**src/hdl/coh_dir_pkg.sv**
```systemverilog
/*
 * MESI directory controller package
 * Sizes, event and state encodings, directory entry and action types
 */
`default_nettype none

package coh_dir_pkg;

    // ========================================
    // Sizes
    // ========================================
    localparam int NUM_NODES = 16;
    localparam int NODE_ID_W = 4;
    localparam int ADDR_W    = 48;

    // ========================================
    // Encodings
    // ========================================
    typedef enum logic [1:0] {
        DIR_INVALID   = 2'd0,
        DIR_SHARED    = 2'd1,
        DIR_EXCLUSIVE = 2'd2,
        DIR_MODIFIED  = 2'd3
    } dir_state_e;

    typedef enum logic [3:0] {
        EVENT_CPU_READ    = 4'h0,
        EVENT_CPU_WRITE   = 4'h1,
        EVENT_CPU_EVICT   = 4'h2,
        EVENT_READ_REQ    = 4'h3,
        EVENT_WRITE_REQ   = 4'h4,
        EVENT_UPGRADE_REQ = 4'h5,
        // Snoop and memory responses, accepted but only ever errors here
        EVENT_SNOOP_HIT_M = 4'h6,
        EVENT_SNOOP_HIT_E = 4'h7,
        EVENT_SNOOP_HIT_S = 4'h8,
        EVENT_SNOOP_MISS  = 4'h9,
        EVENT_MEM_DATA    = 4'hA,
        EVENT_MEM_ACK     = 4'hB,
        EVENT_INVALIDATE  = 4'hC,
        EVENT_WRITEBACK   = 4'hD
    } coh_event_e;

    typedef enum logic [2:0] {
        EVT_READ,
        EVT_WRITE,
        EVT_UPGRADE,
        EVT_EVICT,
        EVT_WRITEBACK,
        EVT_OTHER
    } evt_class_e;

    typedef enum logic {
        SNP_SHARED       = 1'b0,
        SNP_MAKE_INVALID = 1'b1
    } snp_opcode_e;

    typedef enum logic [7:0] {
        ERR_NONE            = 8'h00,
        ERR_FROM_I          = 8'h01,
        ERR_FROM_S          = 8'h02,
        ERR_EVICT_NON_OWNER = 8'h03,
        ERR_FROM_E          = 8'h04,
        ERR_WB_NON_OWNER    = 8'h05,
        ERR_FROM_M          = 8'h06
    } coh_err_e;

    // ========================================
    // Directory entry and action flags
    // ========================================
    typedef struct packed {
        dir_state_e             state;
        logic                   dirty;
        logic [NODE_ID_W-1:0]   owner_id;
        logic [NUM_NODES-1:0]   sharer_mask;
    } dir_entry_t;

    typedef struct packed {
        logic snoop_shared;
        logic snoop_exclusive;
        logic snoop_invalidate;
        logic mem_read;
        logic mem_write;
        logic cpu_data;
        logic cpu_ack;
        logic net_data;
        logic net_ack;
        logic update_directory;
    } coh_action_t;

endpackage : coh_dir_pkg

`default_nettype wire
```
**src/hdl/coh_res_if.sv**
```systemverilog
/*
 * Computed result channel, MESI transition block to output stage
 */
`timescale 1ns/1ps
`default_nettype none

interface coh_res_if;
    import coh_dir_pkg::*;

    logic                   valid;
    logic                   ready;
    logic [ADDR_W-1:0]      addr;
    dir_entry_t             new_entry;
    coh_action_t            actions;
    logic                   changed;
    logic                   snoop_req;
    snp_opcode_e            snoop_opcode;
    logic [NUM_NODES-1:0]   snoop_targets;
    coh_err_e               err_code;

    modport execute (
        output valid, addr, new_entry, actions, changed,
               snoop_req, snoop_opcode, snoop_targets, err_code,
        input  ready
    );

    modport result (
        input  valid, addr, new_entry, actions, changed,
               snoop_req, snoop_opcode, snoop_targets, err_code,
        output ready
    );

endinterface : coh_res_if

`default_nettype wire

```
**src/hdl/coh_req_if.sv**
```systemverilog
/*
 * Decoded request channel, decoder to MESI transition block
 */
`timescale 1ns/1ps
`default_nettype none

interface coh_req_if;
    import coh_dir_pkg::*;

    logic                   valid;
    logic                   ready;
    logic [ADDR_W-1:0]      addr;
    logic [NODE_ID_W-1:0]   node_id;
    logic [NUM_NODES-1:0]   req_onehot;
    dir_entry_t             entry;
    evt_class_e             evt_class;
    logic                   is_owner;

    modport decode (
        output valid, addr, node_id, req_onehot, entry, evt_class, is_owner,
        input  ready
    );

    modport execute (
        input  valid, addr, node_id, req_onehot, entry, evt_class, is_owner,
        output ready
    );

endinterface : coh_req_if

`default_nettype wire

```
**src/hdl/coh_dir_ctrl.sv**
```systemverilog
/*
 * MESI directory controller, 16 nodes
 * Decode, transition and output stages, two requests in flight
 */
`timescale 1ns/1ps
`default_nettype none

module coh_dir_ctrl (
    input  wire logic                               clk,
    input  wire logic                               rst_n,

    // Request
    input  wire logic                               req_valid,
    output logic                                    req_ready,
    input  wire logic [coh_dir_pkg::ADDR_W-1:0]     req_addr,
    input  coh_dir_pkg::coh_event_e                 req_event,
    input  wire logic [coh_dir_pkg::NODE_ID_W-1:0]  req_node_id,
    input  coh_dir_pkg::dir_entry_t                 cur_entry,

    // Response
    output logic                                    rsp_valid,
    input  wire logic                               rsp_ready,
    output coh_dir_pkg::dir_entry_t                 rsp_entry,
    output coh_dir_pkg::coh_action_t                rsp_actions,
    output logic                                    rsp_changed,
    output logic                                    rsp_error,
    output coh_dir_pkg::coh_err_e                   rsp_err_code,

    // Snoop
    output logic                                    snoop_valid,
    input  wire logic                               snoop_ready,
    output logic [coh_dir_pkg::ADDR_W-1:0]          snoop_addr,
    output coh_dir_pkg::snp_opcode_e                snoop_opcode,
    output logic [coh_dir_pkg::NUM_NODES-1:0]       snoop_targets
);

    coh_req_if req_ch ();
    coh_res_if res_ch ();

    coh_req_decode coh_req_decode_i (
        .clk         (clk),
        .rst_n       (rst_n),
        .req_valid   (req_valid),
        .req_ready   (req_ready),
        .req_addr    (req_addr),
        .req_event   (req_event),
        .req_node_id (req_node_id),
        .cur_entry   (cur_entry),
        .req         (req_ch.decode)
    );

    coh_mesi_transition coh_mesi_transition_i (
        .req (req_ch.execute),
        .res (res_ch.execute)
    );

    coh_result_stage coh_result_stage_i (
        .clk           (clk),
        .rst_n         (rst_n),
        .res           (res_ch.result),
        .rsp_valid     (rsp_valid),
        .rsp_ready     (rsp_ready),
        .rsp_entry     (rsp_entry),
        .rsp_actions   (rsp_actions),
        .rsp_changed   (rsp_changed),
        .rsp_error     (rsp_error),
        .rsp_err_code  (rsp_err_code),
        .snoop_valid   (snoop_valid),
        .snoop_ready   (snoop_ready),
        .snoop_addr    (snoop_addr),
        .snoop_opcode  (snoop_opcode),
        .snoop_targets (snoop_targets)
    );

endmodule : coh_dir_ctrl

`default_nettype wire

```
**src/hdl/coh_result_stage.sv**
```systemverilog
/*
 * Result and snoop output stage
 * Holds one result, response and snoop handshake independently
 */
`timescale 1ns/1ps
`default_nettype none

module coh_result_stage (
    input  wire logic                               clk,
    input  wire logic                               rst_n,
    coh_res_if.result                               res,
    output logic                                    rsp_valid,
    input  wire logic                               rsp_ready,
    output coh_dir_pkg::dir_entry_t                 rsp_entry,
    output coh_dir_pkg::coh_action_t                rsp_actions,
    output logic                                    rsp_changed,
    output logic                                    rsp_error,
    output coh_dir_pkg::coh_err_e                   rsp_err_code,
    output logic                                    snoop_valid,
    input  wire logic                               snoop_ready,
    output logic [coh_dir_pkg::ADDR_W-1:0]          snoop_addr,
    output coh_dir_pkg::snp_opcode_e                snoop_opcode,
    output logic [coh_dir_pkg::NUM_NODES-1:0]       snoop_targets
);
    import coh_dir_pkg::*;

    logic rsp_pend;
    logic snp_pend;
    logic load;

    // Both channels done or never pending, so the slot frees this cycle
    assign res.ready = (!rsp_pend || rsp_ready) && (!snp_pend || snoop_ready);
    assign load      = res.valid && res.ready;

    always_ff @(posedge clk or negedge rst_n) begin
        if (!rst_n) begin
            rsp_pend <= 1'b0;
            snp_pend <= 1'b0;
        end else if (load) begin
            rsp_pend <= 1'b1;
            snp_pend <= res.snoop_req;
        end else begin
            if (rsp_ready) begin
                rsp_pend <= 1'b0;
            end
            if (snoop_ready) begin
                snp_pend <= 1'b0;
            end
        end
    end

    always_ff @(posedge clk) begin
        if (load) begin
            rsp_entry     <= res.new_entry;
            rsp_actions   <= res.actions;
            rsp_changed   <= res.changed;
            rsp_err_code  <= res.err_code;
            snoop_addr    <= res.addr;
            snoop_opcode  <= res.snoop_opcode;
            snoop_targets <= res.snoop_targets;
        end
    end

    assign rsp_valid   = rsp_pend;
    assign snoop_valid = snp_pend;
    assign rsp_error   = (rsp_err_code != ERR_NONE);

endmodule : coh_result_stage

`default_nettype wire

```
**src/hdl/coh_mesi_transition.sv**
```systemverilog
/*
 * MESI transition block
 * Combinational next entry, actions, snoop and error code for one request
 */
`timescale 1ns/1ps
`default_nettype none

module coh_mesi_transition (
    coh_req_if.execute req,
    coh_res_if.execute res
);
    import coh_dir_pkg::*;

    dir_entry_t             nxt;
    coh_action_t            act;
    coh_err_e               err;
    logic                   snp_req;
    snp_opcode_e            snp_op;
    logic [NUM_NODES-1:0]   snp_tgt;
    logic [NUM_NODES-1:0]   owner_onehot;
    logic [NUM_NODES-1:0]   others;
    logic                   is_m;

    // Requester takes the line modified and alone
    function automatic dir_entry_t take_modified(logic [NODE_ID_W-1:0] node,
                                                 logic [NUM_NODES-1:0] onehot);
        dir_entry_t e;
        e.state       = DIR_MODIFIED;
        e.dirty       = 1'b1;
        e.owner_id    = node;
        e.sharer_mask = onehot;
        return e;
    endfunction

    assign owner_onehot = NUM_NODES'(1) << req.entry.owner_id;
    assign others       = req.entry.sharer_mask & ~req.req_onehot;
    assign is_m         = (req.entry.state == DIR_MODIFIED);

    // ========================================
    // Transition rules
    // ========================================
    always_comb begin
        nxt     = req.entry;
        act     = '0;
        err     = ERR_NONE;
        snp_req = 1'b0;
        snp_op  = SNP_SHARED;
        snp_tgt = '0;

        case (req.entry.state)
            DIR_INVALID: begin
                if (req.evt_class == EVT_READ || req.evt_class == EVT_WRITE) begin
                    nxt = take_modified(req.node_id, req.req_onehot);
                    if (req.evt_class == EVT_READ) begin
                        nxt.state = DIR_EXCLUSIVE;
                        nxt.dirty = 1'b0;
                    end
                    act.mem_read         = 1'b1;
                    act.cpu_data         = 1'b1;
                    act.update_directory = 1'b1;
                end else begin
                    err = ERR_FROM_I;
                end
            end

            DIR_SHARED: begin
                case (req.evt_class)
                    EVT_READ: begin
                        nxt.sharer_mask      = req.entry.sharer_mask | req.req_onehot;
                        act.cpu_data         = 1'b1;
                        act.update_directory = 1'b1;
                    end
                    EVT_WRITE, EVT_UPGRADE: begin
                        nxt = take_modified(req.node_id, req.req_onehot);
                        act.snoop_invalidate = 1'b1;
                        act.cpu_ack          = 1'b1;
                        act.update_directory = 1'b1;
                        // Only other sharers need invalidating
                        snp_req = |others;
                        snp_op  = SNP_MAKE_INVALID;
                        snp_tgt = others;
                    end
                    EVT_EVICT: begin
                        nxt.sharer_mask = others;
                        if (others == '0) begin
                            nxt.state = DIR_INVALID;
                        end
                        act.cpu_ack          = 1'b1;
                        act.update_directory = 1'b1;
                    end
                    default: err = ERR_FROM_S;
                endcase
            end

            // Exclusive and modified share most rules
            default: begin
                case (req.evt_class)
                    EVT_READ: begin
                        act.cpu_data = 1'b1;
                        if (!req.is_owner) begin
                            nxt.state            = DIR_SHARED;
                            nxt.dirty            = 1'b0;
                            nxt.sharer_mask      = req.entry.sharer_mask | req.req_onehot;
                            act.snoop_shared     = 1'b1;
                            act.mem_write        = is_m;
                            act.update_directory = 1'b1;
                            snp_req = 1'b1;
                            snp_op  = SNP_SHARED;
                            snp_tgt = owner_onehot;
                        end
                    end
                    EVT_WRITE: begin
                        if (req.is_owner) begin
                            act.cpu_ack = 1'b1;
                            if (!is_m) begin
                                nxt.state            = DIR_MODIFIED;
                                nxt.dirty            = 1'b1;
                                act.update_directory = 1'b1;
                            end
                        end else begin
                            nxt = take_modified(req.node_id, req.req_onehot);
                            act.snoop_invalidate = 1'b1;
                            act.cpu_data         = 1'b1;
                            act.update_directory = 1'b1;
                            snp_req = 1'b1;
                            snp_op  = SNP_MAKE_INVALID;
                            snp_tgt = owner_onehot;
                        end
                    end
                    EVT_EVICT: begin
                        if (is_m) begin
                            err = ERR_FROM_M;
                        end else if (!req.is_owner) begin
                            err = ERR_EVICT_NON_OWNER;
                        end else begin
                            nxt                  = '0;
                            act.cpu_ack          = 1'b1;
                            act.update_directory = 1'b1;
                        end
                    end
                    EVT_WRITEBACK: begin
                        if (!is_m) begin
                            err = ERR_FROM_E;
                        end else if (!req.is_owner) begin
                            err = ERR_WB_NON_OWNER;
                        end else begin
                            nxt                  = '0;
                            act.mem_write        = 1'b1;
                            act.cpu_ack          = 1'b1;
                            act.update_directory = 1'b1;
                        end
                    end
                    default: err = is_m ? ERR_FROM_M : ERR_FROM_E;
                endcase
            end
        endcase
    end

    // ========================================
    // Result channel
    // ========================================
    assign res.valid         = req.valid;
    assign req.ready         = res.ready;
    assign res.addr          = req.addr;
    assign res.new_entry     = nxt;
    assign res.actions       = act;
    assign res.changed       = (nxt != req.entry);
    assign res.snoop_req     = snp_req;
    assign res.snoop_opcode  = snp_op;
    assign res.snoop_targets = snp_tgt;
    assign res.err_code      = err;

endmodule : coh_mesi_transition

`default_nettype wire

```
**src/hdl/coh_req_decode.sv**
```systemverilog
/*
 * Request decoder
 * Registers one request and classifies its event and requester
 */
`timescale 1ns/1ps
`default_nettype none

module coh_req_decode (
    input  wire logic                           clk,
    input  wire logic                           rst_n,
    input  wire logic                           req_valid,
    output logic                                req_ready,
    input  wire logic [coh_dir_pkg::ADDR_W-1:0] req_addr,
    input  coh_dir_pkg::coh_event_e             req_event,
    input  wire logic [coh_dir_pkg::NODE_ID_W-1:0] req_node_id,
    input  coh_dir_pkg::dir_entry_t             cur_entry,
    coh_req_if.decode                           req
);
    import coh_dir_pkg::*;

    function automatic evt_class_e classify(coh_event_e ev);
        case (ev)
            EVENT_CPU_READ, EVENT_READ_REQ:   return EVT_READ;
            EVENT_CPU_WRITE, EVENT_WRITE_REQ: return EVT_WRITE;
            EVENT_UPGRADE_REQ:                return EVT_UPGRADE;
            EVENT_CPU_EVICT:                  return EVT_EVICT;
            EVENT_WRITEBACK:                  return EVT_WRITEBACK;
            default:                          return EVT_OTHER;
        endcase
    endfunction

    // Free slot, or the held request leaves this cycle
    assign req_ready = !req.valid || req.ready;

    always_ff @(posedge clk or negedge rst_n) begin
        if (!rst_n) begin
            req.valid <= 1'b0;
        end else if (req_ready) begin
            req.valid <= req_valid;
        end
    end

    always_ff @(posedge clk) begin
        if (req_valid && req_ready) begin
            req.addr       <= req_addr;
            req.node_id    <= req_node_id;
            req.entry      <= cur_entry;
            req.evt_class  <= classify(req_event);
            req.is_owner   <= (req_node_id == cur_entry.owner_id);
            req.req_onehot <= NUM_NODES'(1) << req_node_id;
        end
    end

endmodule : coh_req_decode

`default_nettype wire

```
**config.mk**
```make
export PLATFORM = sky130hd
export DESIGN_NAME = coh_dir_ctrl
export DESIGN_NICKNAME = d
export VERILOG_FILES = /design/src/hdl/coh_dir_pkg.sv /design/src/hdl/coh_res_if.sv /design/src/hdl/coh_req_if.sv /design/src/hdl/coh_dir_ctrl.sv /design/src/hdl/coh_result_stage.sv /design/src/hdl/coh_mesi_transition.sv /design/src/hdl/coh_req_decode.sv
export SDC_FILE = /design/constraint.sdc
export NUM_CORES = 1
export LEC_CHECK = 0
export BUFFER_PORTS_ARGS = -buffer_cell sky130_fd_sc_hd__buf_2
export CAP_MARGIN = 0
export CORE_UTILIZATION = 55
export DETAILED_ROUTE_END_ITERATION = 7
export MAX_ROUTING_LAYER = met4
export PLACE_DENSITY = 0.78
export SLEW_MARGIN = 10
export SYNTH_ARGS = -nofsm -noshare
export SYNTH_HDL_FRONTEND = slang
export SYNTH_SLANG_ARGS = --single-unit
```
**constraint.sdc**
```tcl
create_clock -name clk -period 4.7 [get_ports clk]
set_input_delay 0.47 -clock clk [delete_from_list [all_inputs] [get_ports clk]]
set_output_delay 0.47 -clock clk [all_outputs]
set_load 0.005 [all_outputs]
```
* Word-level counts from Yosys, hierarchy flattened *
Cells that the tools add are included.

word-level totals
  register bits = 201
  input bits = 84
  output and inout bits = 111
  word-level logic and storage cells = 133

cells by class
  equal/unequal tests = 14
  reduce and logical (&&, ||, !) cells = 26
  mux-type cells = 60
  bitwise operators = 4
  shifts and indexed selects = 2

operator list
  operator                count
  $mux W23                4
  $mux W16                4
  $pmux W16 S4            1
  $pmux W16 S3            1
  $pmux W23 S2            1
  $pmux W16 S2            1
  $shl A1 B4 Y16 const A  2
  $pmux W8 S3             1
  $ne A23 B23 Y1          1
  $mux W1                 20
  $mux W20                1
  $mux W3                 6
  $and A16 B16 Y16        1
  $logic_not A16 Y1       1
  $not A16 Y16            1
  $or A16 B16 Y16         1
  $pmux W8 S2             1
  $reduce_or A16 Y1       1
  $pmux W3 S5             1
  $pmux W1 S2             7
  $pmux W3 S4             1
  $pmux W4 S3             1
  $mux W2                 5
  $reduce_or A2 Y1        5
  other kinds (25)        37

* Longest topological paths before layout *
  depth in word-level cells = 7
  mapped depth = 10
  gate-level depth less buffers = 7

* By module *
Synthesis repeated with hierarchy kept, for this count alone.

unflattened totals
  cell total of the unflattened synthesis = 740
  area total of the unflattened synthesis = 9481.6 um^2

modules (own cells, without submodules)
  module               seq. area each (um^2)  cells an instance  area an instance (um^2)  instances
  coh_result_stage     3263.1                 120                3348.2                   1
  coh_req_decode       2877.8                 137                3110.5                   1
  coh_mesi_transition  0.0                    483                3022.9                   1

* Least setup slack after synthesis *
OpenSTA, ideal clock, no wires.

  path type = input port to flip-flop
  start = input port rsp_ready
  end = register coh_req_decode_i.req.addr[0], enable pin
  path slack = 1.165 ns
  buffers on the path = 0
  required time = 4.235 ns
  data arrival time = 3.071 ns
  stages = 4
  cell sequence = nand2b_1 > and2_1 > nand2b_1 > and2_1

between the ends
  longest elaborated chain between the ends = 4

RTL lines
  element                 line                    text
  start: declaration      coh_dir_ctrl.sv:22      input wire logic rsp_ready,
  $logic_or A1 B1 Y1      coh_result_stage.sv:32  assign res.ready = (!rsp_pend || rsp_ready) && (!snp_pend || snoop_ready);
  $logic_and A1 B1 Y1     coh_result_stage.sv:32
  $logic_or A1 B1 Y1      coh_req_decode.sv:33    assign req_ready = !req.valid || req.ready;
  via req_ready           coh_dir_ctrl.sv:14      output logic req_ready,
  $logic_and A1 B1 Y1     coh_req_decode.sv:44    if (req_valid && req_ready) begin
  end signal: assignment  coh_req_decode.sv:45    req.addr <= req_addr;
  end: declaration        coh_req_if.sv:20        output valid, addr, node_id, req_onehot, entry, evt_class, is_owner,

The timed path passes the listed nets, and every way through them passes these cells.
A chain may end at the register's enable or synchronous reset.

* Final worst setup path *
  start = register coh_req_decode_i.req.evt_class[0]
  end = register coh_result_stage_i.rsp_changed, data pin

between the ends
  longest elaborated chain between the ends = 5
  elaborated cells on any way between the ends = 17
  those cells by class = 5 x eq/ne; 9 x mux; 3 x reduce/logical

RTL lines
  element                                   line                        text
  start: declaration                        coh_req_if.sv:20
  start signal: assignment                  coh_req_decode.sv:48        req.evt_class <= classify(req_event);
  $eq A3 B2 Y1 (tied with other cells)      coh_mesi_transition.sv:67   case (req.evt_class)
  $reduce_or A2 Y1 (tied with other cells)  coh_mesi_transition.sv:67
  $pmux W16 S3 (tied with other cells)      coh_mesi_transition.sv:67
  $pmux W23 S2 (*)                          coh_mesi_transition.sv:50   case (req.entry.state)
  $ne A23 B23 Y1 (*)                        coh_mesi_transition.sv:167  assign res.changed = (nxt != req.entry);
  via coh_mesi_transition_i.res.changed     coh_res_if.sv:22            output valid, addr, new_entry, actions, changed,
  end signal: assignment                    coh_result_stage.sv:56      rsp_changed <= res.changed;
  end: declaration                          coh_result_stage.sv:16      output logic rsp_changed,

Mark *: on every way through the listed nets, which the timed path passes. The rest lies on a longest branch.

==> metrics.cfg <==
[run_status]
status=complete, no violations

[setup_path]
endpoint_kind=register
required_ns=4.87
worst-path-max-fanout=22
worstPathArrival_ns=3.52
worstSetupStartpointType=register
path_class=register to register
r2r_slack_ns=1.34
r2r_cells=6
r2r-end=coh_result_stage_i.rsp_changed$_DFFE_PP_
r2r_start=coh_req_decode_i.req.evt_class[0]$_SDFFCE_PN1P_

[power_and_ir_drop]
p_per_area_mw_per_mm2=415
comb_power_share_pct=14.7
p_sw_mw=1.21
clockPowerShare_pct=33.4
pwr-share-seq_pct=51.9
switching_share_pct=27.6
intPower_mw=3.17
peakVddDrop_v=0.000298
power_leakage_nw=4.01
total_power_mw=4.38

[clocking]
cts_tree=yes
clk_pin_slew_worst_paths_ns=0.08
clkLatencyLatePin_ns=0.44
htree_levels=4
cts_made_buffers=17
root_buffer=clkbuf_16
clock_sinks=196
clock_path_buffers=2

[finish]
fin_nets=951
drive_gt1_share_pct=28.1
syn_to_final_growth_pct=18.0
diodes=0

[grt]
use_met1_pct=36.4
grt_most_used_layer=met2
antenna_found_initial=0
grt_usage_pct=28.8
grt_pass1_vias=6071
use_met3_pct=6.61
use_met2_pct=43.9
grt_pass1_wl_mm=33.7
grt-ovfl-total=0
grt_max_degree=75

[logic_synthesis]
yosys.area.top_type=edfxtp_1
syn_area_mm2=0.00894
synth_seq_cells=196
synth.most_common_cell=edfxtp_1
async_flop_share_pct=1.53
syn_inst=696
yosysTopAreaCellShare_pct=64.8
synth_warnings=0
synthFlopType=edfxtp_1
synth_edf_count=193
synthTopCellsByArea=edfxtp_1 (65%), a21oi_1 (2.5%), nand2b_1 (2.4%), nor2_1 (2.1%), o21ai_0 (2.1%)
synth_common_cells=edfxtp_1 (193), nor2_1 (50), a21oi_1 (45)
ys_seq_area_share_pct=65.7
synth.distinct_cells=74
syn_area_per_cell_um2=12.8

[placed_design]
hpwl_mm=16.4
gp_congestion=0.963
port_buffers=186

[worst_hold_path]
min-delay-start=cur_entry[8]
min_to=coh_req_decode_i.req.entry[8]$_DFFE_PP_
hold_class=input port to register
min_path_cells=1

[flow_run]
drv_cap=0

[die]
ioPinCount=195
core_mm2=0.0159
die_x_um=129
fp-row-count=46
die_height_um=129
initial_core_util_pct=56.3
die_area_mm2=0.0168

[routing]
drc_errors=0
first_iter_violations=784
avgRoutedWirePerCell_um=21.0
avgViaCountPerCell=6.01
totalWireLength_mm=23.0
detail-route-antenna-nets=0
first_pass_iters=6
vias=6583

[sta]
period_share_pct=71.4
relSlewSlack_pct=35.9
final-setup-viol-count=0
fin_setup_tns_ns=0
fin_skew_ns=0.0178
worstMarginPinSlew_ns=0.961
rsz0062_at_grt=false
fin_crit_ns=3.36
fmax_mhz=298
holdWs_ns=0.203
hold_viol=0
maxSlewViolCount=0

[per-layer routing]
metal	wire length, um	vias up
met5	0	-
met1	9180	3087
met4	983	0
met3	2140	70
li1	-	3021
met2	10700	405
[stage by stage]
stage / cells / util (%) / setup slack (ns) / area [um^2]
2_1_floorplan: 703 / - / 1.16 / 8960
3_3_place_gp: 1063 / 62.5 / 1.54 / 9920
3_5_place_dp: 1063 / 62.5 / 1.51 / 9920
4_1_cts: 1095 / 66.4 / 1.47 / 10500
5_1_grt: 1095 / 66.4 / 1.18 / 10500
6_report: 1095 / 66.4 / 1.34 / 10500
[final cells by class]
cell class                      instances  area (um^2)
Clock buffer                           17          425
Clock inverter                         14          185
Fill cell                            1210         5340
Inverter                               20         77.6
Multi-Input combinational cell        435         2700
Sequential cell                       196         5870
Tap cell                              216          270
Timing Repair Buffer                  197         1020
[worst max path at each step]
| stage | from | cells after the start | end | slack, ns |
|---|---|---|---|---|
| after floorplan | rsp_ready | 4 | coh_req_decode_i.req.addr[0]$_DFFE_PP_ | 1.16 |
| after global placement | coh_req_decode_i.req.evt_class[2]$_SDFFCE_PN1P_ | 7 | coh_result_stage_i.rsp_changed$_DFFE_PP_ | 1.54 |
| after detailed placement | coh_req_decode_i.req.evt_class[0]$_SDFFCE_PN1P_ | 7 | coh_result_stage_i.rsp_changed$_DFFE_PP_ | 1.51 |
| after CTS | coh_req_decode_i.req.evt_class[0]$_SDFFCE_PN1P_ | 6 | coh_result_stage_i.rsp_changed$_DFFE_PP_ | 1.47 |
| after global routing | coh_req_decode_i.req.evt_class[0]$_SDFFCE_PN1P_ | 7 | coh_result_stage_i.rsp_changed$_DFFE_PP_ | 1.18 |
| final | coh_req_decode_i.req.evt_class[0]$_SDFFCE_PN1P_ | 6 | coh_result_stage_i.rsp_changed$_DFFE_PP_ | 1.34 |
[worst max-delay path, stage by stage, from the launching register on]
cell and delay (ns):
edfxtp_1 0.75, nor2b_1 0.86, a2111oi_0 0.32, a22o_1 0.26, nor4_1 0.49, nand4_1 0.19, nand4bb_1 0.21
[flip-flops by register name (all words and copies together) (netlist names)]
| signal | flops |
|---|---|
| coh_req_decode_i.req.addr | 48 |
| coh_result_stage_i.snoop_addr | 48 |
| coh_req_decode_i.req.entry | 23 |
| coh_result_stage_i.rsp_entry | 23 |
| coh_req_decode_i.req.req_onehot | 16 |
| coh_result_stage_i.snoop_targets | 16 |
| coh_result_stage_i.rsp_actions | 6 |
| coh_req_decode_i.req.node_id | 4 |
| coh_req_decode_i.req.evt_class | 3 |
| coh_result_stage_i.rsp_err_code | 3 |
| coh_req_decode_i.req.is_owner | 1 |
| coh_req_decode_i.req.valid | 1 |
| coh_result_stage_i.rsp_changed | 1 |
| coh_result_stage_i.rsp_valid | 1 |
| coh_result_stage_i.snoop_opcode | 1 |
| coh_result_stage_i.snoop_valid | 1 |
[power groups by stage]
stage | clock network (mW) | logic [mW] | registers, mW
after detailed placement | 0 | 0.633 | 2.30
after floorplan | 0 | 0.380 | 2.29
final | 1.46 | 0.643 | 2.27
after CTS | 1.48 | 0.636 | 2.27
after global routing | 1.54 | 0.700 | 2.29
after global placement | 0 | 0.633 | 2.30
[cells by family after synthesis]
group | after synthesis | synth area share (%)
AOI/OAI and AO/OA | 208 | 16.0
xor gates and xnor gates | 18 | 1.76
buffers and inverters | 72 | 4.44
DFF | 196 | 65.7
other | 1 | 0.0420
and+or+nand+nor | 201 | 12.0
[what timing repair did]
item                      4_1_cts  5_1_grt
resized for setup               0        0
setup buffers                   0        0
hold buffers                    1        0
hold endpoints to repair        3        0
[cell usage in the layout, fill, tap and decap left out, types with 7 or more instances in the layout]
cell type  Yosys  layout
inv_1         19      18
buf_2         13     186
a22o_1         7       7
o211ai_1       8       8
nand3_1       12      12
a21o_1         7       7
nor2_1        50      50
conb_1         1       8
edfxtp_1     193     193
xor2_1        11      11
o22ai_1       25      25
a211oi_1       7       7
nor3_1        13      13
nand2b_1      35      35
xnor2_1        7       7
a21oi_1       45      45
buf_4         18      10
a22oi_1       13      13
o21ai_0       37      37
nand2_1       40      40
nand4_1        7       7
clkbuf_16      0      17
Note: power is estimated with default switching activity, not from simulation.
